### src/ooo_cfg_pkg.sv
package ooo_cfg_pkg;

  // ==========================================================================
  // Register counts and widths
  // ==========================================================================
  parameter int NUM_AREGS = 32;
  parameter int AREG_W    = 5;
  parameter int NUM_PREGS = 64;
  parameter int PREG_W    = 6;
  parameter int DATA_W    = 32;

  // Tags index the reorder buffer, so the ROB holds at most 16 entries
  parameter int TAG_W     = 4;

  // ==========================================================================
  // Index and data types
  // ==========================================================================
  typedef logic [AREG_W-1:0] areg_t;
  typedef logic [PREG_W-1:0] preg_t;
  typedef logic [TAG_W-1:0]  rob_tag_t;
  typedef logic [DATA_W-1:0] data_t;

endpackage
### src/ooo_uop_pkg.sv
package ooo_uop_pkg;

  import ooo_cfg_pkg::*;

  // Shifts take the low 5 bits of the second operand, SLT compares signed
  typedef enum logic [2:0] {
    ADD,
    SUB,
    AND,
    OR,
    XOR,
    SLL,
    SRL,
    SLT
  } alu_op_e;

  // Decoded micro-op as it arrives at rename
  typedef struct packed {
    areg_t   rd;
    areg_t   rs1;
    areg_t   rs2;
    alu_op_e op;
    logic    use_imm;
    data_t   imm;
  } uop_t;

  // Micro-op after register renaming, tagged with its ROB slot
  typedef struct packed {
    preg_t    prd;
    preg_t    prs1;
    preg_t    prs2;
    preg_t    old_prd;
    areg_t    rd;
    rob_tag_t tag;
    alu_op_e  op;
    logic     use_imm;
    data_t    imm;
  } renamed_t;

  typedef struct packed {
    logic     valid;
    preg_t    prs1;
    preg_t    prs2;
    preg_t    prd;
    rob_tag_t tag;
    alu_op_e  op;
    logic     use_imm;
    data_t    imm;
  } issue_t;

  // Common data bus packet
  typedef struct packed {
    logic     valid;
    rob_tag_t tag;
    preg_t    prd;
    data_t    data;
  } cdb_t;

  typedef struct packed {
    logic  valid;
    areg_t rd;
    data_t data;
  } commit_t;

endpackage

### src/ooo_alu.sv
`timescale 1ns/1ps

module ooo_alu (
  input  logic                clk,
  input  logic                rst,
  input  ooo_uop_pkg::issue_t i_issue,
  input  ooo_cfg_pkg::data_t  i_op1,
  input  ooo_cfg_pkg::data_t  i_op2,
  output ooo_uop_pkg::cdb_t   o_cdb
);

  import ooo_cfg_pkg::*;
  import ooo_uop_pkg::*;

  data_t op_b;
  data_t result;

  assign op_b = i_issue.use_imm ? i_issue.imm : i_op2;

  always_comb begin
    case (i_issue.op)
      ADD:     result = i_op1 + op_b;
      SUB:     result = i_op1 - op_b;
      AND:     result = i_op1 & op_b;
      OR:      result = i_op1 | op_b;
      XOR:     result = i_op1 ^ op_b;
      SLL:     result = i_op1 << op_b[4:0];
      SRL:     result = i_op1 >> op_b[4:0];
      SLT:     result = ($signed(i_op1) < $signed(op_b)) ? data_t'(1) : '0;
      default: result = '0;
    endcase
  end

  always_ff @(posedge clk) begin
    o_cdb.tag  <= i_issue.tag;
    o_cdb.prd  <= i_issue.prd;
    // Results aimed at x0 go out as zero
    o_cdb.data <= (i_issue.prd == '0) ? '0 : result;
    if (rst) begin
      o_cdb.valid <= 1'b0;
    end else begin
      o_cdb.valid <= i_issue.valid;
    end
  end

endmodule

### config.mk
export PLATFORM = sky130hd
export DESIGN_NAME = ooo_alu
export DESIGN_NICKNAME = d
export VERILOG_FILES = /design/src/ooo_cfg_pkg.sv /design/src/ooo_uop_pkg.sv /design/src/ooo_alu.sv
export SDC_FILE = /design/constraint.sdc
export NUM_CORES = 1
export LEC_CHECK = 0
export BUFFER_PORTS_ARGS = -buffer_cell sky130_fd_sc_hd__buf_2
export CORE_MARGIN = 5
export CORE_UTILIZATION = 33
export CTS_CLUSTER_SIZE = 30
export DETAILED_ROUTE_END_ITERATION = 7
export GPL_TIMING_DRIVEN = 0
export PLACE_DENSITY_LB_ADDON = 0.3
export REMOVE_ABC_BUFFERS = 1
export SETUP_SLACK_MARGIN = 0.4
export SLEW_MARGIN = 10
export SYNTH_ARGS = -nofsm -noshare
export SYNTH_HDL_FRONTEND = slang
export SYNTH_SLANG_ARGS = --single-unit
### constraint.sdc
create_clock -name clk -period 5.3 [get_ports clk]
set_clock_uncertainty 0.1 [all_clocks]
set_input_delay 1.06 -clock clk [delete_from_list [all_inputs] [get_ports clk]]
set_output_delay 1.06 -clock clk [all_outputs]
set_load 0.01 [all_outputs]
==> impl_metrics.yaml <==
grt:
  grt_pass1_wl_mm: 68.0
  grt_max_degree: 70
  antenna_found_initial: 1
  grt_pass1_vias: 10900
  grt_overflow: 0
  track_usage_pct: 26.4
placement:
  io_buffers: 155
  dp_hpwl_mm: 35.0
  dp_slack_ps: -1950
  dp_cells: 1884
  place.gp.congestion: 0.982
timing:
  rsz0062_at_grt: "yes"
  fmax_mhz: 208
  setup_ws_ps: 488
  finalSetupViolations: 0
  whs_ps: 755
  finalHoldViolCount: 0
  tightest_slew_ps: 1290
  relSlewSlack_pct: 13.9
  layout_min_cycle_time_ps: 4810
  maxSlewViolCount: 0
  period_share_pct: 90.8
critical_path:
  worst_path_largest_cell_delay_ps: 420
  crit_required_ps: 5400
  worst-path-buf-inv: 5
  critPathKind: "in2reg"
  arrival_ps: 4910
  worstPathCellList: "buf_16, mux2i_4, buf_12, buf_16, buf_16, ha_1, nor2_1, o311ai_2, a2111oi_4, buf_4, o311a_1, o31ai_1, a21oi_2, o21ai_2, a211o_1, a31oi_1, a31o_1"
  cp_slowest_cell: "o311ai_2"
  crit_top_cell: "buf_16"
  cp_max_fo: 27
  cp-end-kind: "register"
  cp_top_family: "compound AO/OA/AOI/OAI gates"
  start_kind: "input port"
drt:
  vias_per_cell: 6.13
  dr.pass1.iters: 6
  wire_per_inst_um: 24.2
  drc: 0
  via_count: 11700
  drt-total-wl_mm: 46.2
  first_iter_violations: 1550
  ant_nets: 0
synth:
  synthArstFlopShare_pct: 0
  ys_types: 80
  synth_area_sq_um: 9640
  netlist_instances: 1428
  synth-seq-area-share_pct: 8.93
  ys_ff_latch: 43
  yosys_warnings: 0
  syn_area_per_cell_sq_um: 6.75
  ys.flop_type: "dfxtp_1"
  synth-edff-count: 0
pwr:
  power-per-cell-area_nw_per_um2: 203
  p_leak_nw: 5.08
  ir_drop_mv: 0.121
cells_and_area:
  largest_register_ffs: 43
  drive_above_1_share_pct: 16.9
  largestRegisters: "o_cdb: 43 flops"
  area_growth_pct: 18.4
  n_fill_cell: 3175
  fin_nets: 1756
  regMostFlops: "o_cdb"
  mostFrequentLayoutCells: "nor2_1, a21oi_1, buf_2"
  final_util_pct: 39.6
  stdcell_count: 1909
  layout_commonest_cell: "nor2_1"
  antenna_cells: 0
clocking:
  numCtsBuffers: 5
  htree_levels: 2
  cts_buffer_depth: 2
  cts_hold_buf: 0
  clockRootBuffer: "clkbuf_16"
  path_clk_slew_ps: 70
  cts_tree: "done"
  clkSinkCount: 43
die:
  fp.dieH_um: 181
  coreArea_sq_um: 28800
  floorplan.initialDensity_pct: 33.5
  die_w_um: 181
  rows: 62
  die_area_sq_um: 32700
  ios: 168
hold_path:
  holdCritPathClass: "in2reg"
run:
  drv_cap: 0
run_status:
  outcome: "finished, final reports clean"
==> metal layers <==
layer	up-vias	track usage (%)	routed length (um)
met3	96	5.29	4720
met4	2	8.56	1590
met2	659	41.2	20400
li1	5391	-	-
met5	-	0	7
met1	5561	36.4	19500
==> Yosys cell counts, drive strengths merged, types with 7 or more instances <==
cell / instances / area share [%]
nand2: 137 / 5.3
a221oi: 20 / 1.8
inv: 102 / 4.0
o21bai: 11 / 0.86
and3: 8 / 0.52
a22oi: 8 / 0.62
nor2: 172 / 6.7
or3: 7 / 0.45
o21ai: 75 / 3.9
a21o: 16 / 1.2
o211ai: 21 / 1.6
o31ai: 13 / 1.0
a31oi: 26 / 1.8
buf: 36 / 1.8
ha: 105 / 14
o22ai: 16 / 1.0
nand3: 30 / 1.6
dfxtp: 43 / 8.9
mux2i: 92 / 9.7
a2111oi: 7 / 0.84
nor4: 8 / 0.52
nand2b: 12 / 0.78
xnor2: 38 / 3.5
a211oi: 33 / 2.6
clkbuf: 60 / 2.3
a222oi: 11 / 1.1
nor3: 32 / 1.7
a21oi: 171 / 8.9
nor2b: 13 / 0.92
a32oi: 14 / 1.3
==> path summary, 6_finish.rpt <==
kind	from	end	slack, ps	cells after the start
max	i_issue[32]	o_cdb[31]$_SDFF_PN0_	490	17
min	i_issue[36]	o_cdb[38]$_DFF_P_	750	1
==> kinds of logic (layout without fill, tap and decap cells) <==
| family | count (synthesis) | in the layout | share of synthesized area, % |
|---|---|---|---|
| AOI/OAI and AO/OA | 495 | 495 | 33.9 |
| and+or+nand+nor | 443 | 443 | 20.1 |
| buffers and inverters | 200 | 297 | 8.18 |
| adders and majority gates | 107 | 107 | 14.1 |
| muxes | 99 | 99 | 11.1 |
| DFF | 43 | 43 | 8.93 |
| xor gates and xnor gates | 41 | 41 | 3.73 |
==> report_power, final <==
part	internal [mW]	total [mW]	switching, mW
clock	0.236	0.405	0.169
combinational	0.551	1.53	0.974
sequential	0.372	0.383	0.0104
total	1.16	2.31	1.15
==> repair_timing <==
item | 4_1_cts | 5_1_grt
gates resized for setup | 28 | 24
setup endpoints to repair | 32 | 15
pin swaps | 5 | 2
gates cloned | 1 | 2
buffers inserted | 12 | 2
endpoints found under the hold margin | 0 | 0
==> metrics by stage <==
stage          setup TNS [ps]  power, mW  area (sq um)
2_1_floorplan          -58970       1.29          9240
3_3_place_gp          -193980       1.77         10500
3_5_place_dp           -35700       1.80         10800
4_1_cts                     0       2.25         11300
5_1_grt                     0       2.44         11400
6_report                    0       2.31         11400
==> layout make-up <==
cell class / instances / area (sq um) / area share (%)
clock buffers: 6 / 139 / 1.22
well taps: 384 / 480 / 4.21
clock inverters: 2 / 35.0 / 0.307
inverters: 104 / 425 / 3.73
multi-input cells: 1185 / 8230 / 72.1
repair inverters: 1 / 5.00 / 0.0439
flip-flops and latches: 43 / 861 / 7.54
repair buffers: 184 / 1240 / 10.8
Power figures use the tool's default switching activity.
