--- config.mk ---
export PLATFORM = sky130hd
export DESIGN_NAME = ooo_rename
export DESIGN_NICKNAME = d
export VERILOG_FILES = /design/src/ooo_cfg_pkg.sv /design/src/ooo_uop_pkg.sv /design/src/ooo_rename.sv
export SDC_FILE = /design/constraint.sdc
export NUM_CORES = 1
export LEC_CHECK = 0
export ABC_AREA = 1
export BUFFER_PORTS_ARGS = -buffer_cell sky130_fd_sc_hd__buf_4
export CAP_MARGIN = 20
export CELL_PAD_IN_SITES_DETAIL_PLACEMENT = 2
export CELL_PAD_IN_SITES_GLOBAL_PLACEMENT = 2
export CORE_MARGIN = 2
export CORE_UTILIZATION = 34
export DETAILED_ROUTE_END_ITERATION = 7
export PLACE_DENSITY = 0.75
export SETUP_SLACK_MARGIN = 0.4
export SLEW_MARGIN = 20
export SYNTH_ARGS = -nofsm -noshare
export SYNTH_HDL_FRONTEND = slang
export SYNTH_SLANG_ARGS = --single-unit
--- constraint.sdc ---
create_clock -name clk -period 3.1 [get_ports clk]
set_input_delay 0.93 -clock clk [delete_from_list [all_inputs] [get_ports clk]]
set_output_delay 0.93 -clock clk [all_outputs]
set_load 0.01 [all_outputs]
--- src/ooo_cfg_pkg.sv ---
package ooo_cfg_pkg;

  // ==========================================================================
  // Register counts and widths
  // ==========================================================================
  parameter int NUM_AREGS = 32;
  parameter int AREG_W    = 5;
  parameter int NUM_PREGS = 64;
  parameter int PREG_W    = 6;
  parameter int DATA_W    = 32;

  // Tags index the reorder buffer, so the ROB holds at most 16 entries
  parameter int TAG_W     = 4;

  // ==========================================================================
  // Index and data types
  // ==========================================================================
  typedef logic [AREG_W-1:0] areg_t;
  typedef logic [PREG_W-1:0] preg_t;
  typedef logic [TAG_W-1:0]  rob_tag_t;
  typedef logic [DATA_W-1:0] data_t;

endpackage
--- src/ooo_uop_pkg.sv ---
package ooo_uop_pkg;

  import ooo_cfg_pkg::*;

  // Shifts take the low 5 bits of the second operand, SLT compares signed
  typedef enum logic [2:0] {
    ADD,
    SUB,
    AND,
    OR,
    XOR,
    SLL,
    SRL,
    SLT
  } alu_op_e;

  // Decoded micro-op as it arrives at rename
  typedef struct packed {
    areg_t   rd;
    areg_t   rs1;
    areg_t   rs2;
    alu_op_e op;
    logic    use_imm;
    data_t   imm;
  } uop_t;

  // Micro-op after register renaming, tagged with its ROB slot
  typedef struct packed {
    preg_t    prd;
    preg_t    prs1;
    preg_t    prs2;
    preg_t    old_prd;
    areg_t    rd;
    rob_tag_t tag;
    alu_op_e  op;
    logic     use_imm;
    data_t    imm;
  } renamed_t;

  typedef struct packed {
    logic     valid;
    preg_t    prs1;
    preg_t    prs2;
    preg_t    prd;
    rob_tag_t tag;
    alu_op_e  op;
    logic     use_imm;
    data_t    imm;
  } issue_t;

  // Common data bus packet
  typedef struct packed {
    logic     valid;
    rob_tag_t tag;
    preg_t    prd;
    data_t    data;
  } cdb_t;

  typedef struct packed {
    logic  valid;
    areg_t rd;
    data_t data;
  } commit_t;

endpackage

--- src/ooo_rename.sv ---
`timescale 1ns/1ps

module ooo_rename (
  input  logic                  clk,
  input  logic                  rst,
  input  logic                  i_valid,
  input  ooo_uop_pkg::uop_t     i_uop,
  input  logic                  i_rob_full,
  input  logic                  i_iq_full,
  input  ooo_cfg_pkg::rob_tag_t i_tail_tag,
  input  logic                  i_free_valid,
  input  ooo_cfg_pkg::preg_t    i_free_preg,
  output logic                  o_ready,
  output logic                  o_dispatch,
  output ooo_uop_pkg::renamed_t o_renamed
);

  import ooo_cfg_pkg::*;

  localparam int FL_DEPTH = NUM_PREGS - NUM_AREGS;
  localparam int FL_PTR_W = $clog2(FL_DEPTH);
  localparam int FL_CNT_W = FL_PTR_W + 1;

  preg_t               rat    [NUM_AREGS];
  preg_t               fl_mem [FL_DEPTH];
  logic [FL_PTR_W-1:0] fl_head;
  logic [FL_PTR_W-1:0] fl_tail;
  logic [FL_CNT_W-1:0] fl_count;
  logic                alloc;

  // ==========================================================================
  // Accept decision
  // ==========================================================================
  assign o_ready    = (fl_count != '0) && !i_rob_full && !i_iq_full;
  assign o_dispatch = i_valid && o_ready;

  // x0 never takes a register from the free list
  assign alloc = o_dispatch && (i_uop.rd != '0);

  always_comb begin
    o_renamed.prs1    = rat[i_uop.rs1];
    o_renamed.prs2    = rat[i_uop.rs2];
    o_renamed.old_prd = rat[i_uop.rd];
    o_renamed.prd     = (i_uop.rd == '0) ? '0 : fl_mem[fl_head];
    o_renamed.rd      = i_uop.rd;
    o_renamed.tag     = i_tail_tag;
    o_renamed.op      = i_uop.op;
    o_renamed.use_imm = i_uop.use_imm;
    o_renamed.imm     = i_uop.imm;
  end

  // ==========================================================================
  // Alias table and free list
  // ==========================================================================
  always_ff @(posedge clk) begin
    if (rst) begin
      for (int i = 0; i < NUM_AREGS; i++) begin
        rat[i] <= preg_t'(i);
      end
      // Registers above the architectural ones start out free
      for (int i = 0; i < FL_DEPTH; i++) begin
        fl_mem[i] <= preg_t'(NUM_AREGS + i);
      end
      fl_head  <= '0;
      fl_tail  <= '0;
      fl_count <= FL_CNT_W'(FL_DEPTH);
    end else begin
      if (alloc) begin
        rat[i_uop.rd] <= fl_mem[fl_head];
        fl_head       <= fl_head + 1'b1;
      end
      // Old mappings come back from commit
      if (i_free_valid) begin
        fl_mem[fl_tail] <= i_free_preg;
        fl_tail         <= fl_tail + 1'b1;
      end
      fl_count <= fl_count + FL_CNT_W'(i_free_valid) - FL_CNT_W'(alloc);
    end
  end

endmodule

==> flow_metrics.py <==
metrics = {
    "outcome": {
        "status": "finished, violations left",
        "violations": "negative setup slack",
    },
    "job": {
        "drv_cap": 0,
    },
    "worst_setup_path": {
        "worstSetupEndpoint": "o_renamed[49]",
        "cp_num_cells": 12,
        "cp-startpoint": "i_uop[47]",
        "path_buf_inv": 5,
        "slowest_delay_ns": 0.22,
        "cp.required_ns": 2.17,
        "worstReg2RegEnd": "rat[28][0]",
        "critPathSlowestCell": "nor2_4",
        "critPathArrivalTime_ns": 2.48,
        "path_delay_family": "simple AND/OR/NAND/NOR gates",
        "path_class": "input port to output pin",
        "cp-start-kind": "input port",
        "r2r_cells": 13,
        "path_cells": "buf_12, inv_4, nor2_4, buf_6, buf_4, a22oi_2, nand2_1, nand2_1, nand2_2, nor2_4, nand2_2, buf_6",
        "critPathMaxFanout": 9,
        "crit_path_end_kind": "output pin",
        "rrSetupSlack_ns": 0.46,
    },
    "cts": {
        "cts_buffers": 47,
        "worstSkewPairLatency_ns": 0.62,
        "clk_pin_slew_worst_paths_ns": 0.06,
        "cts.sinks": 405,
        "cts_tree": "done",
        "htree_levels": 2,
        "ctsLongestPathBuffers": 3,
        "clock_tree.root_cell": "clkbuf_16",
    },
    "logic_synthesis": {
        "ys.flop_type": "edfxtp_1",
        "ys_warn_count": 0,
        "syn_area_per_cell_um2": 8.09,
        "synth-edff-count": 384,
        "synth.distinct_cells": 30,
        "synth_common_cells": "nand2_1, nand3_1, edfxtp_1, nor2_1, inv_1",
        "yosys.area.top_type": "edfxtp_1",
        "ys_seq_area_share_pct": 52.6,
        "yosysMostFrequentCell": "nand2_1",
        "syn_inst": 2809,
        "synthTopCellsByArea": "edfxtp_1, nand2_1, nand3_1",
        "async_flop_share_pct": 0,
        "ys_ff_latch": 405,
        "netlist.area_leader.share_pct": 50.7,
        "syn_area_um2": 22700,
    },
    "sta": {
        "slew_viol_final": 0,
        "fin_hold_ws_ns": 0.559,
        "rsz0062_at_grt": "yes",
        "fin_ws_ns": -0.311,
        "fin_skew_ns": 0.0223,
        "setup_violations": 24,
        "hold_viol_final": 0,
        "slew_headroom_pct": 39.1,
        "post-route-min-period_ns": 3.41,
        "fmax_mhz": 293,
        "finalCritPeriodShare_pct": 110,
        "worst_pin_slew_ns": 0.904,
    },
    "finish": {
        "insertedDiodeCount": 0,
        "fin_cells": 3880,
        "drive_gt1_share_pct": 31.7,
        "utilization_pct": 47.3,
        "area_growth_pct": 37.5,
        "fin_nets": 3061,
    },
    "placed_design": {
        "dp_hpwl_mm": 65.9,
        "io_buffers": 57,
        "place.gp.congestion": 0.923,
        "dp_cells": 3700,
        "post-place-ws_ns": -0.324,
    },
    "pwr": {
        "combPwrFrac_pct": 22.5,
        "p_switching_mw": 4.75,
        "switching_share_pct": 31.4,
        "power_density_nw_per_um2": 485,
        "seq_power_share_pct": 41.2,
        "finalPower_mw": 15.1,
        "p_clk_share_pct": 36.2,
        "p_leak_nw": 12.4,
        "ir_worst_vdd_mv": 0.412,
        "p_int_mw": 10.4,
    },
    "global_routing": {
        "grt_pass1_wl_mm": 163,
        "antenna_found_initial": 0,
        "grt-ovfl-total": 0,
        "grt_use_total_pct": 31.3,
        "first_global_vias": 24600,
        "grt_max_degree": 49,
    },
    "die": {
        "initial_core_util_pct": 34.4,
        "core-area_um2": 66000,
        "fp.dieArea_um2": 68900,
        "ios": 138,
        "row_count": 94,
        "die_w_um": 263,
        "fp.dieH_um": 263,
    },
    "routing": {
        "drt_iter0_drc": 2142,
        "drc": 0,
        "routedWlPerCell_um": 30.7,
        "totalWireLength_mm": 119,
        "firstDrtPassIters": 6,
        "via_per_inst": 5.94,
        "vias": 23036,
        "drtAntennaViolNets": 0,
    },
    "worst_hold_path": {
        "min_from": "fl_head[4]",
        "hold_path_class": "flop to flop",
    },
}
## area by class of cell
cell class	count	area (um^2)
clock buffer	55	1220
clock inverter	30	224
fill	6874	34700
inverter	129	602
multi-input combinational	2045	11500
sequential	405	12000
tap	864	1080
timing repair buffer	350	4660
timing repair inverter	2	32.5
## power groups by stage
stage / registers, mW / clock network (mW) / logic [mW]
final: 6.24 / 5.48 / 3.41
after CTS: 6.22 / 5.48 / 2.90
after global placement: 6.32 / 0 / 2.25
after global routing: 6.25 / 5.71 / 3.57
after floorplan: 6.27 / 0 / 1.45
after detailed placement: 6.33 / 0 / 2.36
## how the worst min path moves through the flow
| stage | cells past startpoint | slack, ns | end |
|---|---|---|---|
| floorplan | 2 | 0.47 | flop |
| global placement | 2 | 0.49 | fl_head[4] |
| detailed placement | 2 | 0.52 | flop |
| CTS | 2 | 0.52 | flop |
| global route | 2 | 0.58 | fl_head[4] |
| finish | 2 | 0.56 | fl_head[4] |
## layout by cell type (no fill, tap or decap), types with 50 or more instances in the layout
master,n
buf_4,186
nand2_1,926
buf_12,56
nand2_4,50
inv_1,104
a22oi_1,59
nand3_1,220
edfxtp_1,384
clkbuf_16,59
nand2_2,137
nor2_1,234
nand3_2,223
## cell families after synthesis
logic type	Yosys count	share of synthesized area [%]
adders and majority gates	14	0.804
other	1	0.0165
and+or+nand+nor	1876	34.2
DFF	405	52.6
buffers and inverters	364	7.87
AOI/OAI and AO/OA	146	4.42
xor gates and xnor gates	3	0.116
## tightest hold or removal path: cells and delay by family (launching register included)
| kind | cells | cell delay (ns) |
|---|---|---|
| compound gates | 1 | 0.08 |
| flops | 1 | 0.34 |
| simple gates | 1 | 0.07 |
## sequential cells by signal (all words and copies together) (netlist names), named ones only
name	cells
fl_count	6
fl_head	5
fl_mem	192
fl_tail	5
rat	192
## layer usage
metal	up-vias	track usage [%]	routed length, um
met5	-	0	0
met4	0	15.1	8100
met3	432	5.37	8320
met2	1080	55.5	58600
met1	11840	36.7	43900
li1	9684	-	-
## timing repair
item | in CTS | in global routing
pin swaps | 155 | 125
gates cloned | 34 | 17
hold buffers | 0 | 0
resized for setup | 422 | 312
buffers inserted | 31 | 13
setup endpoints to repair | 25 | 27
## through the flow
step	setup TNS, ns	instance area [um^2]
final	-3.88	31200
after global routing	-4.80	31200
after CTS	-2.50	29400
after detailed placement	-4.35	25000
after global placement	-3.82	25000
after floorplan	0	23100
No activity file was read; power rests on OpenSTA's default activity.
