File: config.mk
export PLATFORM = sky130hd
export DESIGN_NAME = ooo_rob
export DESIGN_NICKNAME = d
export VERILOG_FILES = /design/src/ooo_cfg_pkg.sv /design/src/ooo_uop_pkg.sv /design/src/ooo_rob.sv
export SDC_FILE = /design/constraint.sdc
export NUM_CORES = 1
export LEC_CHECK = 0
export BUFFER_PORTS_ARGS = -buffer_cell sky130_fd_sc_hd__buf_2
export CAP_MARGIN = 10
export CELL_PAD_IN_SITES_DETAIL_PLACEMENT = 1
export CELL_PAD_IN_SITES_GLOBAL_PLACEMENT = 2
export CORE_MARGIN = 2
export CORE_UTILIZATION = 44
export CTS_CLUSTER_DIAMETER = 50
export DETAILED_ROUTE_END_ITERATION = 10
export PLACE_DENSITY = 0.76
export SLEW_MARGIN = 15
export SYNTH_ARGS = -nofsm -noshare
export SYNTH_HDL_FRONTEND = slang
export SYNTH_SLANG_ARGS = --single-unit
export TNS_END_PERCENT = 1
File: constraint.sdc
create_clock -name clk -period 3.7 [get_ports clk]
set_input_delay 0.555 -clock clk [delete_from_list [all_inputs] [get_ports clk]]
set_output_delay 0.555 -clock clk [all_outputs]
set_load 0.01 [all_outputs]
File: src/ooo_cfg_pkg.sv
package ooo_cfg_pkg;

  // ==========================================================================
  // Register counts and widths
  // ==========================================================================
  parameter int NUM_AREGS = 32;
  parameter int AREG_W    = 5;
  parameter int NUM_PREGS = 64;
  parameter int PREG_W    = 6;
  parameter int DATA_W    = 32;

  // Tags index the reorder buffer, so the ROB holds at most 16 entries
  parameter int TAG_W     = 4;

  // ==========================================================================
  // Index and data types
  // ==========================================================================
  typedef logic [AREG_W-1:0] areg_t;
  typedef logic [PREG_W-1:0] preg_t;
  typedef logic [TAG_W-1:0]  rob_tag_t;
  typedef logic [DATA_W-1:0] data_t;

endpackage
File: src/ooo_uop_pkg.sv
package ooo_uop_pkg;

  import ooo_cfg_pkg::*;

  // Shifts take the low 5 bits of the second operand, SLT compares signed
  typedef enum logic [2:0] {
    ADD,
    SUB,
    AND,
    OR,
    XOR,
    SLL,
    SRL,
    SLT
  } alu_op_e;

  // Decoded micro-op as it arrives at rename
  typedef struct packed {
    areg_t   rd;
    areg_t   rs1;
    areg_t   rs2;
    alu_op_e op;
    logic    use_imm;
    data_t   imm;
  } uop_t;

  // Micro-op after register renaming, tagged with its ROB slot
  typedef struct packed {
    preg_t    prd;
    preg_t    prs1;
    preg_t    prs2;
    preg_t    old_prd;
    areg_t    rd;
    rob_tag_t tag;
    alu_op_e  op;
    logic     use_imm;
    data_t    imm;
  } renamed_t;

  typedef struct packed {
    logic     valid;
    preg_t    prs1;
    preg_t    prs2;
    preg_t    prd;
    rob_tag_t tag;
    alu_op_e  op;
    logic     use_imm;
    data_t    imm;
  } issue_t;

  // Common data bus packet
  typedef struct packed {
    logic     valid;
    rob_tag_t tag;
    preg_t    prd;
    data_t    data;
  } cdb_t;

  typedef struct packed {
    logic  valid;
    areg_t rd;
    data_t data;
  } commit_t;

endpackage

File: src/ooo_rob.sv
`timescale 1ns/1ps

module ooo_rob #(
  parameter int ROB_DEPTH = 16
) (
  input  logic                  clk,
  input  logic                  rst,
  input  logic                  i_dispatch,
  input  ooo_uop_pkg::renamed_t i_renamed,
  input  ooo_uop_pkg::cdb_t     i_cdb,
  output logic                  o_full,
  output ooo_cfg_pkg::rob_tag_t o_tail_tag,
  output ooo_uop_pkg::commit_t  o_commit,
  output logic                  o_free_valid,
  output ooo_cfg_pkg::preg_t    o_free_preg
);

  import ooo_cfg_pkg::*;

  localparam int CNT_W = $clog2(ROB_DEPTH + 1);

  areg_t                rob_rd      [ROB_DEPTH];
  preg_t                rob_old_prd [ROB_DEPTH];
  data_t                rob_data    [ROB_DEPTH];
  logic [ROB_DEPTH-1:0] rob_done;
  rob_tag_t             head;
  rob_tag_t             tail;
  logic [CNT_W-1:0]     count;
  logic                 retire;

  function automatic rob_tag_t next_ptr(input rob_tag_t ptr);
    next_ptr = (ptr == rob_tag_t'(ROB_DEPTH - 1)) ? '0 : ptr + 1'b1;
  endfunction

  assign o_full     = (count == CNT_W'(ROB_DEPTH));
  assign o_tail_tag = tail;
  assign retire     = (count != '0) && rob_done[head];

  // ==========================================================================
  // Pointers and completion
  // ==========================================================================
  always_ff @(posedge clk) begin
    if (rst) begin
      head     <= '0;
      tail     <= '0;
      count    <= '0;
      rob_done <= '0;
    end else begin
      if (i_dispatch) begin
        rob_done[tail] <= 1'b0;
        tail           <= next_ptr(tail);
      end
      if (i_cdb.valid) begin
        rob_done[i_cdb.tag] <= 1'b1;
      end
      if (retire) begin
        head <= next_ptr(head);
      end
      count <= count + CNT_W'(i_dispatch) - CNT_W'(retire);
    end
  end

  always_ff @(posedge clk) begin
    if (i_dispatch) begin
      rob_rd[tail]      <= i_renamed.rd;
      rob_old_prd[tail] <= i_renamed.old_prd;
    end
    if (i_cdb.valid) begin
      rob_data[i_cdb.tag] <= i_cdb.data;
    end
  end

  // ==========================================================================
  // Commit report and free strobe
  // ==========================================================================
  always_ff @(posedge clk) begin
    o_commit.rd   <= rob_rd[head];
    o_commit.data <= rob_data[head];
    o_free_preg   <= rob_old_prd[head];
    if (rst) begin
      o_commit.valid <= 1'b0;
      o_free_valid   <= 1'b0;
    end else begin
      o_commit.valid <= retire;
      o_free_valid   <= retire && (rob_old_prd[head] != '0);
    end
  end

endmodule

==> flow_summary.ini, run 1 <==
[outcome]
outcome = finished, final reports clean

[clocking]
cts_tree = yes
cts.htree.levels = 3
clk_latency_ns = 0.62
cts-root-buf = clkbuf_16
cts_made_buffers = 83
cts_setup_buffers = 0
clkSinkCount = 766
cts.clk_slew.worst_paths_ns = 0.06
hold_buffers = 0
clock_path_buffers = 3
cts_resized = 0

[placement]
routabilityCongestion = 0.709
hpwl_mm = 32.3
post-place-ws_ns = 0.275
dp_cells = 2154
io_buffers = 100

[cells_and_area]
final_util_pct = 51.3
area.growth.synth_to_final_pct = 15.9
drive_gt1_share_pct = 34.4
fin_cells = 2311
nNetsFinal = 1511

[pwr]
clockPowerShare_pct = 44.8
p_comb_share_pct = 3.1
sequentialPowerShare_pct = 52.1
p_per_area_nw_per_um2 = 564
swShare_pct = 20.7
switching_power_mw = 3.83
power_mw = 18.5
peakVddDrop_uv = 452
leakage_nw = 10.4
power.internal_mw = 14.7

[grt]
grt_max_degree = 110
antenna_found_initial = 7
grt_pass1_wl_mm = 92.4
overflow = 0
grt_pass1_vias = 14101
track_usage_pct = 19.0

[timing]
tightest_slew_ns = 0.968
max_freq_mhz = 292
setup_ws_ns = 0.276
fin_tns_setup_ns = 0
fin_crit_sh_pct = 92.5
hold_viol = 0
finalCriticalPeriod_ns = 3.42
setup_viol = 0
relSlewSlack_pct = 35.4
drv_slew = 0
rsz0062_at_grt = no
fin_skew_ns = 0.0221

[die]
pin_count = 165
start_util_pct = 44.2
dieArea_um2 = 66500
rows = 93
coreArea_um2 = 64100
die_h_um = 258
die_x_um = 258

[synthesis]
synth.distinct_cells = 38
synth_seq_cells = 766
avgSynthCellArea_um2 = 23.1
synthTopCellsByArea = edfxtp_1 73%, mux4_2 17%, dfxtp_1 5.5%
syn_nets = 1352
syn_inst = 1225
yosysWarnings = 0
synth_top_area_share_pct = 72.9
synth_area_leader_cell = edfxtp_1
syn_area_um2 = 28400
seq_area_frac_synth_pct = 78.4

[routing]
vias_per_cell = 5.58
route.final.wire_length_mm = 61.7
drt_iter0_markers = 902
ant_nets = 0
drc_errors = 0
first_pass_iters = 5
drt-wirelength-per-cell_um = 26.7
vias = 12895

[worst_setup_path]
end_kind = register
worstSetupStartpointType = register
crit_path_max_incr_delay_ns = 0.62
r2r-end = count[4]$_SDFF_PP0_
required_ns = 4.24
reg2reg_depth = 14
cp_slowest_cell = dfxtp_4
rrSetupSlack_ns = 0.28
crit_fanout = 27
cpMostUsedCell = inv_1
worstPathArrival_ns = 3.96
path_cells = mux4_2 -> mux4_2 -> nand2_1 -> inv_2 -> ha_1 -> inv_1 -> ha_1 -> inv_1 -> fa_1 -> inv_1 -> a21oi_1 -> nor2_1 -> or3_1 -> a21oi_1
crit_buf_inv = 4
criticalPathCategory = register to register
critPathTopFamily = multiplexers
r2r_start = head[1]$_SDFFE_PP0N_

[run]
maxCapViolations = 0

[hold_path]
min_from = i_cdb[22]
whs_path_depth = 1
whs_endpoint = rob_data[11][22]$_DFFE_PP_
hold_path.class = input port to register
[cell usage in the layout (no fill, tap or decap), types with 6 or more instances in the layout]
cell / count
clkinvlp_4: 8
mux4_2: 211
clkbuf_8: 6
bufinv_16: 7
nor2b_1: 7
dfxtp_1: 74
clkinv_1: 10
ha_1: 11
nand3_1: 15
a21oi_1: 20
inv_6: 6
nor2_1: 35
buf_2: 100
nand2_1: 21
clkbuf_1: 10
inv_1: 23
buf_4: 28
mux2i_1: 8
clkbuf_16: 85
clkinv_2: 15
edfxtp_1: 688
nor2_4: 12
[metal layers]
metal | up-vias | share of wire [%] | GRT usage (%)
met2 | 382 | 50 | 31.4
met3 | 111 | 5.5 | 3.60
met1 | 6935 | 42 | 26.0
met4 | 8 | 2.0 | 4.96
li1 | 5459 | - | -
met5 | - | 0.088 | 0
[synth_stat cells, drive strengths merged]
master,count
mux2,1
buf,23
or3b,1
a21oi,20
a41oi,1
mux2i,8
nand3,15
and2,1
clkbuf,33
a311oi,1
nand2b,4
xnor2,2
o31a,1
xor2,3
ha,11
edfxtp,688
a31oi,1
nand2,21
and3,2
nor3,4
dfxtp,78
nor2b,7
fa,1
inv,24
a21o,1
or3,1
nor2,47
or4,1
or4b,1
o21ai,2
mux4,214
a22oi,4
nand3b,2
and4,1
[state kept, by name, indices dropped and copies added, names as in the netlist, named ones only]
register and flops:
count 5, head 4, o_commit 38, o_free_preg 6, o_free_valid 1, o_tail_tag 4
rob_data 512, rob_done 16, rob_old_prd 96, rob_rd 80
[cell families (layout without fill, tap and decap cells)]
logic type               after synthesis  in the layout  share of synthesized area (%)
flip-flops                           766            766                           78.4
multiplexers                         223            223                           17.4
AND/OR/NAND/NOR                      108            108                           1.74
buffers and inverters                 80            309                           1.17
AO/OA/AOI/OAI                         31             31                          0.636
adder cells (fa/ha/maj)               12             12                          0.556
XOR/XNOR                               5              5                          0.154
other                                  0              2                              0
[power groups by stage]
stage / registers [mW] / clock network (mW) / logic [mW]
CTS: 9.66 / 8.46 / 0.588
detailed placement: 9.84 / 0 / 0.584
floorplan: 9.84 / 0 / 0.306
global route: 9.67 / 8.77 / 0.634
finish: 9.66 / 8.30 / 0.577
global placement: 9.83 / 0 / 0.559
[worst reg2reg max path: stages, from the launching register on]
cell and delay, ns:
dfxtp_4 0.62, mux4_2 0.40, mux4_2 0.50, nand2_1 0.18, inv_2 0.08, ha_1 0.28, inv_1 0.04, ha_1 0.19
inv_1 0.08, fa_1 0.21, inv_1 0.05, a21oi_1 0.14, nor2_1 0.07, or3_1 0.36, a21oi_1 0.16
[metrics by stage]
| stage | hold slack, ns | area, µm² |
|---|---|---|
| after floorplan | 0.451 | 28400 |
| after global placement | 0.461 | 30100 |
| after detailed placement | 0.479 | 30100 |
| after CTS | 0.268 | 32900 |
| after global routing | 0.293 | 32900 |
| final | 0.303 | 32900 |
[cell type report]
class                      instances  area [µm²]
fill                            5609       31300
sequential                       766       22200
multi-input combinational        379        5910
clock buffer                     101        2250
tap                              855        1070
timing repair buffer             130         751
clock inverter                    54         552
inverter                          24        90.1
antenna                            2        5.00
[how the worst max path moves through the flow]
stage                         startpoint                  endpoint  slack [ns]  depth (start not counted)
detailed placement  head[1]$_SDFFE_PP0N_       count[4]$_SDFF_PP0_        0.27                         14
CTS                 head[1]$_SDFFE_PP0N_       count[4]$_SDFF_PP0_        0.24                         14
floorplan                      i_cdb[39]  rob_data[1][0]$_DFFE_PP_        0.22                          2
finish              head[1]$_SDFFE_PP0N_       count[4]$_SDFF_PP0_        0.28                         14
global placement    head[1]$_SDFFE_PP0N_       count[4]$_SDFF_PP0_        0.33                         14
global route        head[1]$_SDFFE_PP0N_       count[4]$_SDFF_PP0_        0.05                         14
Power figures use the tool's default switching activity.
==> run 2, diff against run 1 <==
- CORE_UTILIZATION: 44 -> 45
- CTS_BUF_LIST: unset -> sky130_fd_sc_hd__clkbuf_4
- PLACE_DENSITY: 0.76 -> 0.77
==> flow_summary.ini, run 2 (same netlist as run 1, synthesis figures left out) <==
[grt]
grt_pass1_wl_mm = 94.5
grt_max_degree = 137
antenna_found_initial = 3
grt_pass1_vias = 15203
overflow = 0
track_usage_pct = 20.3

[timing]
drv_slew = 0
fin_skew_ns = 0.0539
rsz0062_at_grt = no
fin_crit_sh_pct = 90.5
fin_tns_setup_ns = 0
relSlewSlack_pct = 26.1
setup_viol = 0
whs_ns = 0.220
finalCriticalPeriod_ns = 3.35
tightest_slew_ns = 1.11
hold_viol = 0
max_freq_mhz = 299

[clocking]
cts_tree = yes
cts_made_buffers = 190
hold_buffers = 46
cts_resized = 0
clkSinkCount = 766
cts.clk_slew.worst_paths_ns = 0.07
cts.htree.levels = 4
cts-root-buf = clkbuf_4
clk_latency_ns = 0.98
clock_path_buffers = 3
cts_setup_buffers = 0

[cells_and_area]
nNetsFinal = 1663
regMostFlops = rob_data
final_util_pct = 52.7
fin_cells = 2534
largest_reg_flops = 512
largestRegisters = rob_data: 512 flops, rob_old_prd: 96 flops, rob_rd: 80 flops
layout_commonest_cell = edfxtp_1
area.growth.synth_to_final_pct = 16.6
final_cell_mix = 688 x edfxtp_1, 277 x clkbuf_4, 211 x mux4_2
drive_gt1_share_pct = 39.5

[worst_setup_path]
worstPathArrival_ns = 4.26
criticalPathCategory = register to register
crit_fanout = 6
r2r_start = head[0]$_SDFFE_PP0N_
worstSetupStartpointType = register
end_kind = register
required_ns = 4.61
reg2reg_depth = 14
rrSetupSlack_ns = 0.35
r2r-end = count[4]$_SDFF_PP0_

[run]
maxCapViolations = 0

[die]
dieArea_um2 = 65000
rows = 92
start_util_pct = 45.2
coreArea_um2 = 62700
die_x_um = 255
die_h_um = 255
pin_count = 165

[routing]
drt-wirelength-per-cell_um = 25.0
vias_per_cell = 5.46
drt_iter0_markers = 970
ant_nets = 0
route.final.wire_length_mm = 63.5
first_pass_iters = 5
drc_errors = 0
vias = 13838

[hold_path]
hold_path.class = input port to register
whs_endpoint = rob_data[2][14]$_DFFE_PP_
whs_path_depth = 3
min_from = i_cdb[40]

[placement]
io_buffers = 100
hpwl_mm = 32.8
routabilityCongestion = 0.726
dp_cells = 2144

[outcome]
outcome = finished, final reports clean

[pwr]
leakage_nw = 10.7
p_per_area_nw_per_um2 = 531
peakVddDrop_uv = 305
[run 2: changes by cell type in the layout (fill, tap and decap cells not counted), sizes merged, moves of 3 or more]
| cell | delta |
|---|---|
| inv | -3 |
| clkinv | +21 |
| dlygate4sd3 | +46 |
| clkinvlp | -6 |
| clkbuf | +176 |
[run 2: how the worst max path moves through the flow]
stage,cells past startpoint,end,start,slack (ns)
2_1_floorplan,2,rob_data[1][0]$_DFFE_PP_,i_cdb[39],0.22
3_3_place_gp,14,count[4]$_SDFF_PP0_,head[0]$_SDFFE_PP0N_,0.39
3_5_place_dp,14,count[4]$_SDFF_PP0_,head[0]$_SDFFE_PP0N_,0.34
4_1_cts,14,count[4]$_SDFF_PP0_,head[0]$_SDFFE_PP0N_,0.31
5_1_grt,14,count[4]$_SDFF_PP0_,head[0]$_SDFFE_PP0N_,0.17
6_report,14,count[4]$_SDFF_PP0_,head[0]$_SDFFE_PP0N_,0.35
[run 2: critical path: stages, from the launching register on]
cell     delay, ns
dfxtp_4       0.42
mux4_2        0.55
mux4_2        0.50
nand2_1       0.18
inv_2         0.07
ha_1          0.27
inv_1         0.04
ha_1          0.19
inv_1         0.09
fa_1          0.22
inv_1         0.05
a21oi_1       0.14
nor2_1        0.06
or3_1         0.35
a21oi_1       0.14
[run 2: report_power, final]
| part | switching (mW) | internal (mW) |
|---|---|---|
| combinational | 0.360 | 0.258 |
| clock | 3.35 | 3.94 |
| sequential | 0.0602 | 9.59 |
[run 2: layout make-up]
cell class | count | area (µm²)
multi-input cells | 379 | 5920
clock inverters | 66 | 470
clock buffers | 277 | 2080
fillers | 5615 | 29700
well taps | 846 | 1060
diodes | 1 | 2.50
flip-flops and latches | 766 | 22200
repair buffers | 175 | 1220
inverters | 24 | 90.1
[run 2: metrics by stage]
step / total power, mW / setup WS [ns] / instance area, µm²
final: 17.6 / 0.351 / 33100
after global routing: 18.3 / 0.170 / 33100
after CTS: 17.8 / 0.314 / 33100
after global placement: 10.4 / 0.389 / 30100
after floorplan: 10.1 / 0.215 / 28400
after detailed placement: 10.4 / 0.335 / 30100
[run 2: metal layers]
layer	global-route usage (%)	wire length [µm]	vias to the layer above	share of wire, %
met3	5.19	3260	109	5.1
met2	33.6	32400	426	51
met4	6.68	1160	4	1.8
met5	0	30	-	0.047
li1	-	-	5880	-
met1	26.5	26600	7419	42
