$ cat config.mk
export PLATFORM = sky130hd
export DESIGN_NAME = ooo_issue_queue
export DESIGN_NICKNAME = d
export VERILOG_FILES = /design/src/ooo_cfg_pkg.sv /design/src/ooo_uop_pkg.sv /design/src/ooo_issue_queue.sv
export SDC_FILE = /design/constraint.sdc
export NUM_CORES = 1
export LEC_CHECK = 0
export BUFFER_PORTS_ARGS = -buffer_cell sky130_fd_sc_hd__clkbuf_2
export CAP_MARGIN = 20
export CORE_MARGIN = 3
export CORE_UTILIZATION = 30
export CTS_CLUSTER_DIAMETER = 40
export CTS_CLUSTER_SIZE = 16
export DETAILED_ROUTE_END_ITERATION = 8
export SLEW_MARGIN = 15
export SYNTH_ARGS = -nofsm -noshare
export SYNTH_HDL_FRONTEND = slang
export SYNTH_SLANG_ARGS = --single-unit
export TNS_END_PERCENT = 50
$ cat constraint.sdc
create_clock -name clk -period 3 [get_ports clk]
set_input_delay 0.6 -clock clk [delete_from_list [all_inputs] [get_ports clk]]
set_output_delay 0.6 -clock clk [all_outputs]
set_load 0.02 [all_outputs]
$ cat src/ooo_cfg_pkg.sv
package ooo_cfg_pkg;

  // ==========================================================================
  // Register counts and widths
  // ==========================================================================
  parameter int NUM_AREGS = 32;
  parameter int AREG_W    = 5;
  parameter int NUM_PREGS = 64;
  parameter int PREG_W    = 6;
  parameter int DATA_W    = 32;

  // Tags index the reorder buffer, so the ROB holds at most 16 entries
  parameter int TAG_W     = 4;

  // ==========================================================================
  // Index and data types
  // ==========================================================================
  typedef logic [AREG_W-1:0] areg_t;
  typedef logic [PREG_W-1:0] preg_t;
  typedef logic [TAG_W-1:0]  rob_tag_t;
  typedef logic [DATA_W-1:0] data_t;

endpackage
$ cat src/ooo_uop_pkg.sv
package ooo_uop_pkg;

  import ooo_cfg_pkg::*;

  // Shifts take the low 5 bits of the second operand, SLT compares signed
  typedef enum logic [2:0] {
    ADD,
    SUB,
    AND,
    OR,
    XOR,
    SLL,
    SRL,
    SLT
  } alu_op_e;

  // Decoded micro-op as it arrives at rename
  typedef struct packed {
    areg_t   rd;
    areg_t   rs1;
    areg_t   rs2;
    alu_op_e op;
    logic    use_imm;
    data_t   imm;
  } uop_t;

  // Micro-op after register renaming, tagged with its ROB slot
  typedef struct packed {
    preg_t    prd;
    preg_t    prs1;
    preg_t    prs2;
    preg_t    old_prd;
    areg_t    rd;
    rob_tag_t tag;
    alu_op_e  op;
    logic     use_imm;
    data_t    imm;
  } renamed_t;

  typedef struct packed {
    logic     valid;
    preg_t    prs1;
    preg_t    prs2;
    preg_t    prd;
    rob_tag_t tag;
    alu_op_e  op;
    logic     use_imm;
    data_t    imm;
  } issue_t;

  // Common data bus packet
  typedef struct packed {
    logic     valid;
    rob_tag_t tag;
    preg_t    prd;
    data_t    data;
  } cdb_t;

  typedef struct packed {
    logic  valid;
    areg_t rd;
    data_t data;
  } commit_t;

endpackage

$ cat src/ooo_issue_queue.sv
`timescale 1ns/1ps

module ooo_issue_queue #(
  parameter int RS_DEPTH = 8
) (
  input  logic                  clk,
  input  logic                  rst,
  input  logic                  i_dispatch,
  input  ooo_uop_pkg::renamed_t i_renamed,
  input  logic                  i_src1_ready,
  input  logic                  i_src2_ready,
  input  ooo_uop_pkg::cdb_t     i_cdb,
  output logic                  o_full,
  output ooo_uop_pkg::issue_t   o_issue
);

  import ooo_uop_pkg::*;

  localparam int IDX_W = (RS_DEPTH > 1) ? $clog2(RS_DEPTH) : 1;

  renamed_t            slot_uop [RS_DEPTH];
  logic [RS_DEPTH-1:0] slot_valid;
  logic [RS_DEPTH-1:0] slot_rdy1;
  logic [RS_DEPTH-1:0] slot_rdy2;
  logic [RS_DEPTH-1:0] can_issue;
  logic                issue_hit;
  logic [IDX_W-1:0]    issue_idx;
  logic                free_hit;
  logic [IDX_W-1:0]    free_idx;

  assign can_issue = slot_valid & slot_rdy1 & slot_rdy2;
  assign o_full    = &slot_valid;

  // Scan from the top so the lowest index wins
  always_comb begin
    issue_hit = 1'b0;
    issue_idx = '0;
    free_hit  = 1'b0;
    free_idx  = '0;
    for (int i = RS_DEPTH - 1; i >= 0; i--) begin
      if (can_issue[i]) begin
        issue_hit = 1'b1;
        issue_idx = IDX_W'(i);
      end
      if (!slot_valid[i]) begin
        free_hit = 1'b1;
        free_idx = IDX_W'(i);
      end
    end
  end

  always_comb begin
    o_issue.valid   = issue_hit;
    o_issue.prs1    = slot_uop[issue_idx].prs1;
    o_issue.prs2    = slot_uop[issue_idx].prs2;
    o_issue.prd     = slot_uop[issue_idx].prd;
    o_issue.tag     = slot_uop[issue_idx].tag;
    o_issue.op      = slot_uop[issue_idx].op;
    o_issue.use_imm = slot_uop[issue_idx].use_imm;
    o_issue.imm     = slot_uop[issue_idx].imm;
  end

  // ==========================================================================
  // Slot state: wakeup, issue and allocate
  // ==========================================================================
  always_ff @(posedge clk) begin
    if (rst) begin
      slot_valid <= '0;
      slot_rdy1  <= '0;
      slot_rdy2  <= '0;
    end else begin
      for (int i = 0; i < RS_DEPTH; i++) begin
        if (i_cdb.valid && slot_valid[i]) begin
          if (slot_uop[i].prs1 == i_cdb.prd) begin
            slot_rdy1[i] <= 1'b1;
          end
          if (slot_uop[i].prs2 == i_cdb.prd) begin
            slot_rdy2[i] <= 1'b1;
          end
        end
      end
      if (issue_hit) begin
        slot_valid[issue_idx] <= 1'b0;
      end
      if (i_dispatch && free_hit) begin
        slot_valid[free_idx] <= 1'b1;
        slot_rdy1[free_idx]  <= i_src1_ready;
        // An immediate operand never waits on rs2
        slot_rdy2[free_idx]  <= i_src2_ready || i_renamed.use_imm;
      end
    end
  end

  always_ff @(posedge clk) begin
    if (i_dispatch && free_hit) begin
      slot_uop[free_idx] <= i_renamed;
    end
  end

endmodule

==> metrics.cfg, run 1 <==
[outcome]
run_status = finished, violations left
violations = setup timing

[timing]
maxSlewHeadroom_pct = 52.91
setup_ws_ns = -0.1991
setup_viol = 58
fin_crit_sh_pct = 106.6
rsz0062_at_grt = true
max_freq_mhz = 312.6
slew_viol_final = 0
layout_min_cycle_time_ns = 3.199
worst-slew-pin-transition_ns = 0.7054
fin_worst_skew_ns = 0.02710
hold_viol = 0

[layout]
seqCellArea_sq_mm = 0.01445
multiInputGateArea_sq_mm = 0.006814
drive_gt1_share_pct = 38.90
stdcell_count = 2479
areaGrowthSynthToFinish_pct = 37.08
layout_common_cells = edfxtp_1 (464), nand3_1 (122), a221oi_2 (92)
final_common_cell = edfxtp_1
final_nets = 1656
final_area_sq_mm = 0.02827
fillers = 5923

[placed_design]
place_congestion = 0.8705
placed_cells = 2262
dp_hpwl_um = 32530
dpl_cell_area_sq_mm = 0.02263
port_buffers = 129
post-place-ws_ns = 0.1535

[pwr]
power.switching_mw = 3.818
combPwrFrac_pct = 3.7
power.leakage_nw = 10.05
p_int_mw = 13.88
irDropWorstVdd_uv = 527.6
powerDensity_mw_per_mm2 = 626.0
pwr-share-clk_pct = 53.3
p_seq_share_pct = 43.0
switching_share_pct = 21.58

[route]
postRouteAntennaNets = 0
drtIter0Drc = 1243
vias_per_cell = 5.539
firstDrtPassIters = 6
routed_wirelength_um = 65050
wire_per_inst_um = 26.24
dr_total_vias = 13732
drc = 0

[yosys]
ys_seq_elements = 488
synth_area_leaders = edfxtp_1 (68%), o2bb2ai_1 (4.9%), a221oi_1 (3.3%), nand3_1 (3.1%), a221oi_2 (2.9%)
synth.top_cell.area_share_pct = 67.56
synth-edff-count = 464
async_flop_share_pct = 0
ys_types = 44
syn_area_sq_mm = 0.02062
synthCells = 1322
yosysWarnings = 0
yosysSeqAreaShare_pct = 69.89
syn_nets = 1439
synthFlopType = edfxtp_1
yosysTopAreaCell = edfxtp_1
syn_area_per_cell_sq_um = 15.60

[critical_path]
worstSetupStartpoint = slot_valid[6]
worst_path_dominant_cell_family = compound AO/OA/AOI/OAI gates
cp_data_arrival_time_ns = 2.60
cp-start-kind = register
r2r_cells = 8
crit_path_cell_trace = and3_4, o211ai_4, buf_12, buf_8, clkbuf_16, o2bb2ai_1, a221oi_2, o22ai_2, clkbuf_8
reg2reg_from = slot_valid[0]
crit_required_ns = 2.40
cp-end-kind = output port
cp_slowest_cell = dfxtp_2
cpPeakStageDelay_ns = 0.35
critPathMaxFanout = 7
r2r-end = slot_uop[6][4]
path_class = register to output port
crit_path_end = o_issue[22]
rrSetupSlack_ns = 0.61
path_buf_inv = 4
cp.depth = 9

[grt]
antenna_found_initial = 7
track_usage_pct = 17.41
grt_max_degree = 60
grt_pass1_wl_um = 92660
overflow = 0
grt_pass1_vias = 13901

[floorplan]
initial_core_util_pct = 30.49
dieArea_sq_mm = 0.07193
coreArea_sq_mm = 0.06763
die_h_um = 268.2
die_x_um = 268.2
rows = 95
ioPinCount = 177

[clock_network]
root_buffer = clkbuf_16
cts_buffers = 78
ctsHoldBuffers = 0
clk_latency_ns = 0.60
clock_sinks = 488
cts_tree = yes
cts_max_path_buffers = 3
cts.reportedPaths.clkPinSlew_ns = 0.05
htreeDepth = 3

[run]
cap_violations = 0

[worst_hold_path]
min_path_type = primary input to register
worstHoldStart = i_renamed[31]

[state kept, by name, indices dropped and copies added, names as in the netlist]
signal      flops
slot_rdy1       8
slot_rdy2       8
slot_uop      464
slot_valid      8
[cell families (layout without fill, tap and decap cells)]
logic type | Yosys count | count (layout) | synth area share (%)
AOI/OAI and AO/OA | 346 | 346 | 14.85
xor gates and xnor gates | 96 | 96 | 4.077
buffers and inverters | 130 | 411 | 3.222
DFF | 488 | 488 | 69.89
muxes | 58 | 58 | 2.815
other | 0 | 2 | 0
and+or+nand+nor | 204 | 205 | 5.151
[routing by layer]
metal  vias up  routed length (um)  global-route usage, %
li1       5956                   -                      -
met1      7042               27400                  23.33
met2       589               30820                  27.86
met3       133                4934                  4.257
met4        12                1810                  5.630
met5         -                  82                      0
[power by group through the flow]
| stage | logic (mW) | clock network (mW) | registers, mW |
|---|---|---|---|
| after floorplan | 0.267 | 0 | 7.74 |
| after global placement | 0.551 | 0 | 7.74 |
| after detailed placement | 0.562 | 0 | 7.74 |
| after CTS | 0.625 | 9.55 | 7.61 |
| after global routing | 0.692 | 9.90 | 7.62 |
| final | 0.648 | 9.44 | 7.61 |
[Yosys cell counts, types with 2 or more instances]
cell,n
o211a_1,2
buf_1,13
and2_1,2
a221oi_1,77
nand4b_1,2
and3_1,6
edfxtp_1,464
nand2_1,12
a211oi_1,18
nor4_1,20
mux2i_1,58
buf_2,24
o2bb2ai_1,116
o21ai_1,5
dfxtp_1,24
nor2_1,13
nand3_1,129
xnor2_1,48
a21oi_1,7
a221oi_2,40
buf_6,14
nand4_1,4
o21ai_0,3
nand2b_1,3
nor3_1,5
buf_4,11
xor2_1,48
o22ai_1,58
o211ai_2,2
clkbuf_1,59
nor2b_1,2
a41oi_1,13
inv_1,9
[metrics by stage]
step / hold WS (ns) / power [mW] / setup TNS (ns) / utilization (%)
after global routing: 0.2563 / 18.20 / -11.38 / 41.79
final: 0.2681 / 17.70 / -7.773 / 41.80
after floorplan: 0.4935 / 8.005 / 0 / -
after CTS: 0.2335 / 17.78 / -7.981 / 40.71
after detailed placement: 0.5161 / 8.302 / 0 / 33.46
after global placement: 0.5106 / 8.287 / 0 / 33.46
[what timing repair did]
action | 4_1_cts | 5_1_grt
pin swaps | 44 | 44
cloned | 22 | 9
endpoints found under the setup margin | 58 | 59
buffers inserted | 44 | 9
gates resized for setup | 217 | 137
[area by class of cell]
| cell class | count | share of cell area (%) |
|---|---|---|
| Antenna cell | 2 | 0.01770 |
| Clock inverter | 58 | 2.540 |
| Clock buffer | 87 | 7.285 |
| Multi-Input combinational cell | 705 | 24.10 |
| Inverter | 9 | 0.1195 |
| Timing Repair Buffer | 257 | 10.98 |
| Tap cell | 873 | 3.864 |
| Sequential cell | 488 | 51.10 |
[worst min path at each step]
| stage | endpoint | slack, ns | cells after the start |
|---|---|---|---|
| floorplan | slot_valid[6] | 0.49 | 2 |
| global placement | slot_valid[6] | 0.51 | 2 |
| detailed placement | slot_valid[6] | 0.52 | 2 |
| CTS | slot_uop[2][0] | 0.23 | 1 |
| global route | slot_uop[2][0] | 0.26 | 1 |
| finish | slot_uop[4][31] | 0.27 | 1 |
[worst reg2reg max path: cells and delay by family (launching register included)]
kind	cells	cell delay [ns]
buffers and inverters	4	0.74
DFF	1	0.35
and+or+nand+nor	4	0.87
(Power assumes the default switching activity.)
==> run 2: changes to the inputs <==
--- a/config.mk
+++ b/config.mk
@@ -8,11 +8,11 @@
 export BUFFER_PORTS_ARGS = -buffer_cell sky130_fd_sc_hd__clkbuf_2
 export CAP_MARGIN = 20
 export CORE_MARGIN = 3
-export CORE_UTILIZATION = 30
+export CORE_UTILIZATION = 50
 export CTS_CLUSTER_DIAMETER = 40
 export CTS_CLUSTER_SIZE = 16
 export DETAILED_ROUTE_END_ITERATION = 8
-export SLEW_MARGIN = 15
+export PLACE_DENSITY = 0.71
 export SYNTH_ARGS = -nofsm -noshare
 export SYNTH_HDL_FRONTEND = slang
 export SYNTH_SLANG_ARGS = --single-unit
==> constraint.sdc (replaced) <==
create_clock -name clk -period 2.88 [get_ports clk]
set_input_delay 0.576 -clock clk [delete_from_list [all_inputs] [get_ports clk]]
set_output_delay 0.576 -clock clk [all_outputs]
set_load 0.02 [all_outputs]
==> metrics.cfg, run 2 (same netlist as run 1, synthesis figures left out) <==
[outcome]
run_status = finished, violations left
violations = setup timing

[timing]
max_freq_mhz = 309.6
setup_viol = 58  ; unchanged
worst-slew-pin-transition_ns = 0.6566  ; -0.04880 ns
slew_viol_final = 0  ; unchanged
rsz0062_at_grt = true
fin_worst_skew_ns = 0.01555  ; -0.01154 ns
setup_ws_ns = -0.3497  ; -0.1506 ns
hold_viol = 0  ; unchanged
layout_min_cycle_time_ns = 3.230
whs_ns = 0.2374  ; -0.03066 ns
maxSlewHeadroom_pct = 56.23  ; +3.3 points
fin_tns_setup_ns = -13.34  ; -5.571 ns
fin_crit_sh_pct = 112.1

[worst_hold_path]
min_path_type = primary input to register

[critical_path]
path_class = register to output port
cp_data_arrival_time_ns = 2.65  ; +0.05 ns
critPathMaxFanout = 8  ; +1
crit_required_ns = 2.30  ; -0.10 ns
cp-start-kind = register
cp-end-kind = output port

[route]
drtIter0Drc = 1438  ; +16%
firstDrtPassIters = 5  ; -1
postRouteAntennaNets = 0  ; unchanged
vias_per_cell = 6.419  ; +16%
wire_per_inst_um = 26.46  ; +0.85%
drc = 0  ; unchanged
dr_total_vias = 13262  ; -3.4%
routed_wirelength_um = 54680  ; -16%

[clock_network]
root_buffer = clkbuf_16
cts_max_path_buffers = 3  ; unchanged
htreeDepth = 2  ; -1
clk_latency_ns = 0.61  ; about the same
clock_sinks = 488  ; unchanged
cts.reportedPaths.clkPinSlew_ns = 0.06  ; about the same
cts_tree = yes
cts_buffers = 60  ; -23%

[grt]
grt_max_degree = 73  ; +22%
antenna_found_initial = 3  ; -4
overflow = 0  ; unchanged
grt_pass1_wl_um = 80200  ; -13%
grt_pass1_vias = 13291  ; -4.4%
track_usage_pct = 23.73  ; +6.3 points

[placed_design]
place_congestion = 0.8920  ; +2.5%
dp_hpwl_um = 28800  ; -11%
dpl_cell_area_sq_mm = 0.02218  ; -2.0%
placed_cells = 1911  ; -16%
port_buffers = 129  ; unchanged

[layout]
largest_reg_flops = 464  ; unchanged
final_nets = 1607  ; -3.0%
final_common_cell = edfxtp_1
top_register = slot_uop
drive_gt1_share_pct = 31.32  ; -7.6 points
stdcell_count = 2066  ; -17%
final_area_sq_mm = 0.02569  ; -9.1%
areaGrowthSynthToFinish_pct = 24.58
layout_common_cells = edfxtp_1 (464), nand3_1 (123), o2bb2ai_1 (112)

[floorplan]
die_h_um = 209.1  ; -22%
rows = 73  ; -23%
dieArea_sq_mm = 0.04372  ; -39%
coreArea_sq_mm = 0.04028  ; -40%
ioPinCount = 177  ; unchanged
die_x_um = 209.1  ; -22%
initial_core_util_pct = 51.20  ; +21 points

[pwr]
irDropWorstVdd_uv = 572.5  ; +8.5%
powerDensity_mw_per_mm2 = 632.4  ; +1.0%
power.leakage_nw = 9.193  ; -8.5%

[run]
cap_violations = 0  ; unchanged

==> run 2: cell count changes in the layout (fill, tap and decap cells not counted), moves of 13 or more <==
cell,change
clkbuf_8,-16
o22ai_2,-13
clkbuf_16,-23
o22ai_1,+16
a221oi_1,+26
o2bb2ai_2,-21
buf_2,+17
o2bb2ai_1,+23
a221oi_2,-18
==> run 2: timing repair <==
item,CTS,global route
pin swaps,20,21
buffers inserted,17,13
hold buffers,0,0
cloned,5,8
endpoints found under the setup margin,58,58
resized for setup,76,141
==> run 2: layout make-up <==
type	instances	area, sq um
tap	525	656.9
multi-input combinational	705	6186
timing repair buffer	226	2296
clock inverter	46	531.8
inverter	9	33.78
fill	2816	14590
sequential	488	14440
clock buffer	65	1541
antenna	2	5.005
==> run 2: final timing paths <==
check	from	end	slack, ns	cells past startpoint
setup / recovery	slot_valid[3]	o_issue[31]	-0.35	10
hold / removal	i_renamed[29]	slot_uop[1][29]	0.24	1
setup reg to reg	slot_valid[2]	slot_uop[7][65]	0.67	7
hold reg to reg	slot_valid[6]	slot_valid[6]	0.51	2
==> run 2: critical path, cell delays in order, from the launching register on <==
cell and delay (ns):
dfxtp_4 0.36, and3_4 0.18, o211a_1 0.26, a21oi_4 0.15
buf_12 0.15, buf_16 0.16, buf_12 0.12, buf_12 0.12
mux2i_2 0.24, o22ai_2 0.14, buf_6 0.16
==> run 2: stage by stage <==
stage / utilization [%] / setup WS [ns] / total power [mW]
after floorplan: - / 0.1171 / 8.338
final: 63.79 / -0.3497 / 16.25
after CTS: 61.83 / -0.3085 / 16.28
after global placement: 55.07 / 0.1365 / 8.600
after global routing: 63.78 / -0.4425 / 16.65
after detailed placement: 55.07 / 0.1391 / 8.618
==> run 2: power by group <==
| part | switching [mW] | internal (mW) | total, mW |
|---|---|---|---|
| clock | 3.00 | 4.72 | 7.73 |
| sequential | 0.0440 | 7.88 | 7.92 |
| combinational | 0.400 | 0.198 | 0.598 |
| total | 3.45 | 12.8 | 16.2 |
==> run 2: layer usage <==
layer	vias up	global-route usage, %	share of wire, %
met1	6679	33.69	41
met5	-	0	0.022
met2	646	37.75	48
met4	2	7.390	2.4
li1	5833	-	-
met3	102	4.204	8.1
==> run 3: changes to the inputs <==
--- a/config.mk
+++ b/config.mk
@@ -13,6 +13,7 @@
 export CTS_CLUSTER_SIZE = 16
 export DETAILED_ROUTE_END_ITERATION = 8
 export PLACE_DENSITY = 0.71
+export RECOVER_POWER = 50
 export SYNTH_ARGS = -nofsm -noshare
 export SYNTH_HDL_FRONTEND = slang
 export SYNTH_SLANG_ARGS = --single-unit
==> metrics.cfg, run 3 (same netlist as run 1, synthesis figures left out) <==
[outcome]
run_status = finished, violations left
violations = capacitance limit, slew limit, setup timing

[timing]
whs_ns = 0.3053  ; +0.06789 ns
setup_ws_ns = -0.3488  ; +0.0009730 ns
hold_viol = 0  ; unchanged
layout_min_cycle_time_ns = 3.229  ; -0.0009730 ns
fin_worst_skew_ns = 0.01303  ; -0.002519 ns
setup_viol = 58  ; unchanged
fin_crit_sh_pct = 112.1  ; about the same
max_freq_mhz = 309.7  ; about the same
slew_viol_final = 59  ; +59
rsz0062_at_grt = true
worst-slew-pin-transition_ns = 2.090  ; +1.433 ns
fin_tns_setup_ns = -13.72  ; -0.3763 ns
maxSlewHeadroom_pct = -39.31  ; -96 points

[layout]
final_area_sq_mm = 0.02561  ; -0.34%
final_common_cell = edfxtp_1
areaGrowthSynthToFinish_pct = 24.16
drive_gt1_share_pct = 27.42  ; -3.9 points
final_nets = 1607  ; unchanged
largest_reg_flops = 464  ; unchanged
final_core_util_pct = 63.57  ; -0.22 points
top_register = slot_uop
layout_common_cells = edfxtp_1 (464), nand3_1 (123), o2bb2ai_1 (112)

[floorplan]
coreArea_sq_mm = 0.04028  ; unchanged
initial_core_util_pct = 51.20  ; unchanged
dieArea_sq_mm = 0.04372  ; unchanged
rows = 73  ; unchanged
die_x_um = 209.1  ; unchanged
die_h_um = 209.1  ; unchanged
ioPinCount = 177  ; unchanged

[critical_path]
critPathMaxFanout = 8  ; unchanged
cp-start-kind = register
reg2reg_from = slot_valid[0]
cp-end-kind = output port
path_class = register to output port
worstSetupStartpoint = slot_valid[3]
r2r_cells = 3  ; -4
cp_data_arrival_time_ns = 2.65  ; about the same
r2r-end = slot_uop[0][6]
crit_required_ns = 2.30  ; about the same
rrSetupSlack_ns = 0.23  ; -0.44 ns
crit_path_end = o_issue[31]

[pwr]
irDropWorstVdd_uv = 573.7  ; +0.21%
powerDensity_mw_per_mm2 = 633.7  ; +0.20%
power_mw = 16.23  ; -0.14%
power.leakage_nw = 9.014  ; -1.9%

[route]
dr_total_vias = 13267  ; +0.038%
postRouteAntennaNets = 0  ; unchanged
wire_per_inst_um = 26.38  ; -0.31%
routed_wirelength_um = 54510  ; -0.31%
vias_per_cell = 6.422  ; about the same
firstDrtPassIters = 5  ; unchanged
drc = 0  ; unchanged
drtIter0Drc = 1365  ; -5.1%

[grt]
grt_max_degree = 73  ; unchanged
overflow = 0  ; unchanged
track_usage_pct = 23.73  ; unchanged
antenna_found_initial = 3  ; unchanged
grt_pass1_vias = 13291  ; unchanged
grt_pass1_wl_um = 80200  ; unchanged

[placed_design]
dpl_cell_area_sq_mm = 0.02218  ; unchanged
place_congestion = 0.8920  ; unchanged
port_buffers = 129  ; unchanged
dp_hpwl_um = 28800  ; unchanged

[clock_network]
cts_tree = yes
clk_latency_ns = 0.61  ; about the same
root_buffer = clkbuf_16
clock_sinks = 488  ; unchanged
cts_max_path_buffers = 3  ; unchanged
htreeDepth = 2  ; unchanged
cts_buffers = 60  ; unchanged
cts.reportedPaths.clkPinSlew_ns = 0.06  ; about the same

[run]
cap_violations = 1  ; +1

[worst_hold_path]
min_path_type = primary input to register

==> run 3: critical path: stages, from the launching register on <==
cell     delay [ns]
dfxtp_4        0.36
and3_4         0.18
o211a_1        0.26
a21oi_4        0.15
buf_12         0.15
buf_16         0.16
buf_12         0.12
buf_12         0.12
mux2i_2        0.24
o22ai_2        0.13
buf_6          0.15
==> run 3: area by class of cell <==
cell class / instances / area, sq um
fill: 2847 / 14670
sequential: 488 / 14440
multi-input combinational: 705 / 6186
timing repair buffer: 226 / 2208
clock buffer: 65 / 1541
tap: 525 / 656.9
clock inverter: 46 / 531.8
inverter: 9 / 33.78
antenna: 2 / 5.005
==> run 3: per-layer routing <==
layer	wire length, um	global-route usage, %	share of wire [%]	vias to the layer above
met2	26370	37.75	48	591
met5	11	0	0.020	-
met1	22600	33.69	41	6748
met4	1226	7.390	2.2	2
met3	4297	4.204	7.9	89
li1	-	-	-	5837
==> run 3: worst min path at each step <==
stage	start	endpoint	slack (ns)	depth (start not counted)
3_3_place_gp	slot_valid[6]	slot_valid[6]	0.52	2
5_1_grt	i_renamed[29]	slot_uop[7][29]	0.30	1
6_report	i_renamed[29]	slot_uop[1][29]	0.31	1
4_1_cts	i_renamed[29]	slot_uop[4][29]	0.21	1
3_5_place_dp	slot_valid[6]	slot_valid[6]	0.52	2
2_1_floorplan	slot_valid[6]	slot_valid[6]	0.49	2
==> run 3: what timing repair did <==
item,CTS,global route
pin swaps,20,21
hold buffers,0,0
buffers inserted,17,13
hold endpoints to repair,0,0
gates resized for setup,76,141
setup endpoints to repair,58,58
gates cloned,5,8
==> run 3: metrics by stage <==
step,cells,worst slack (ns)
2_1_floorplan,1322,0.1171
3_3_place_gp,1911,0.1365
3_5_place_dp,1911,0.1391
4_1_cts,2043,-0.3085
5_1_grt,2065,-0.4425
6_report,2066,-0.3488
==> run 3: where the power goes <==
group          internal (mW)  switching (mW)  total [mW]
logic                  0.183           0.397       0.581
clock network           4.72            2.99        7.72
registers               7.88          0.0440        7.93
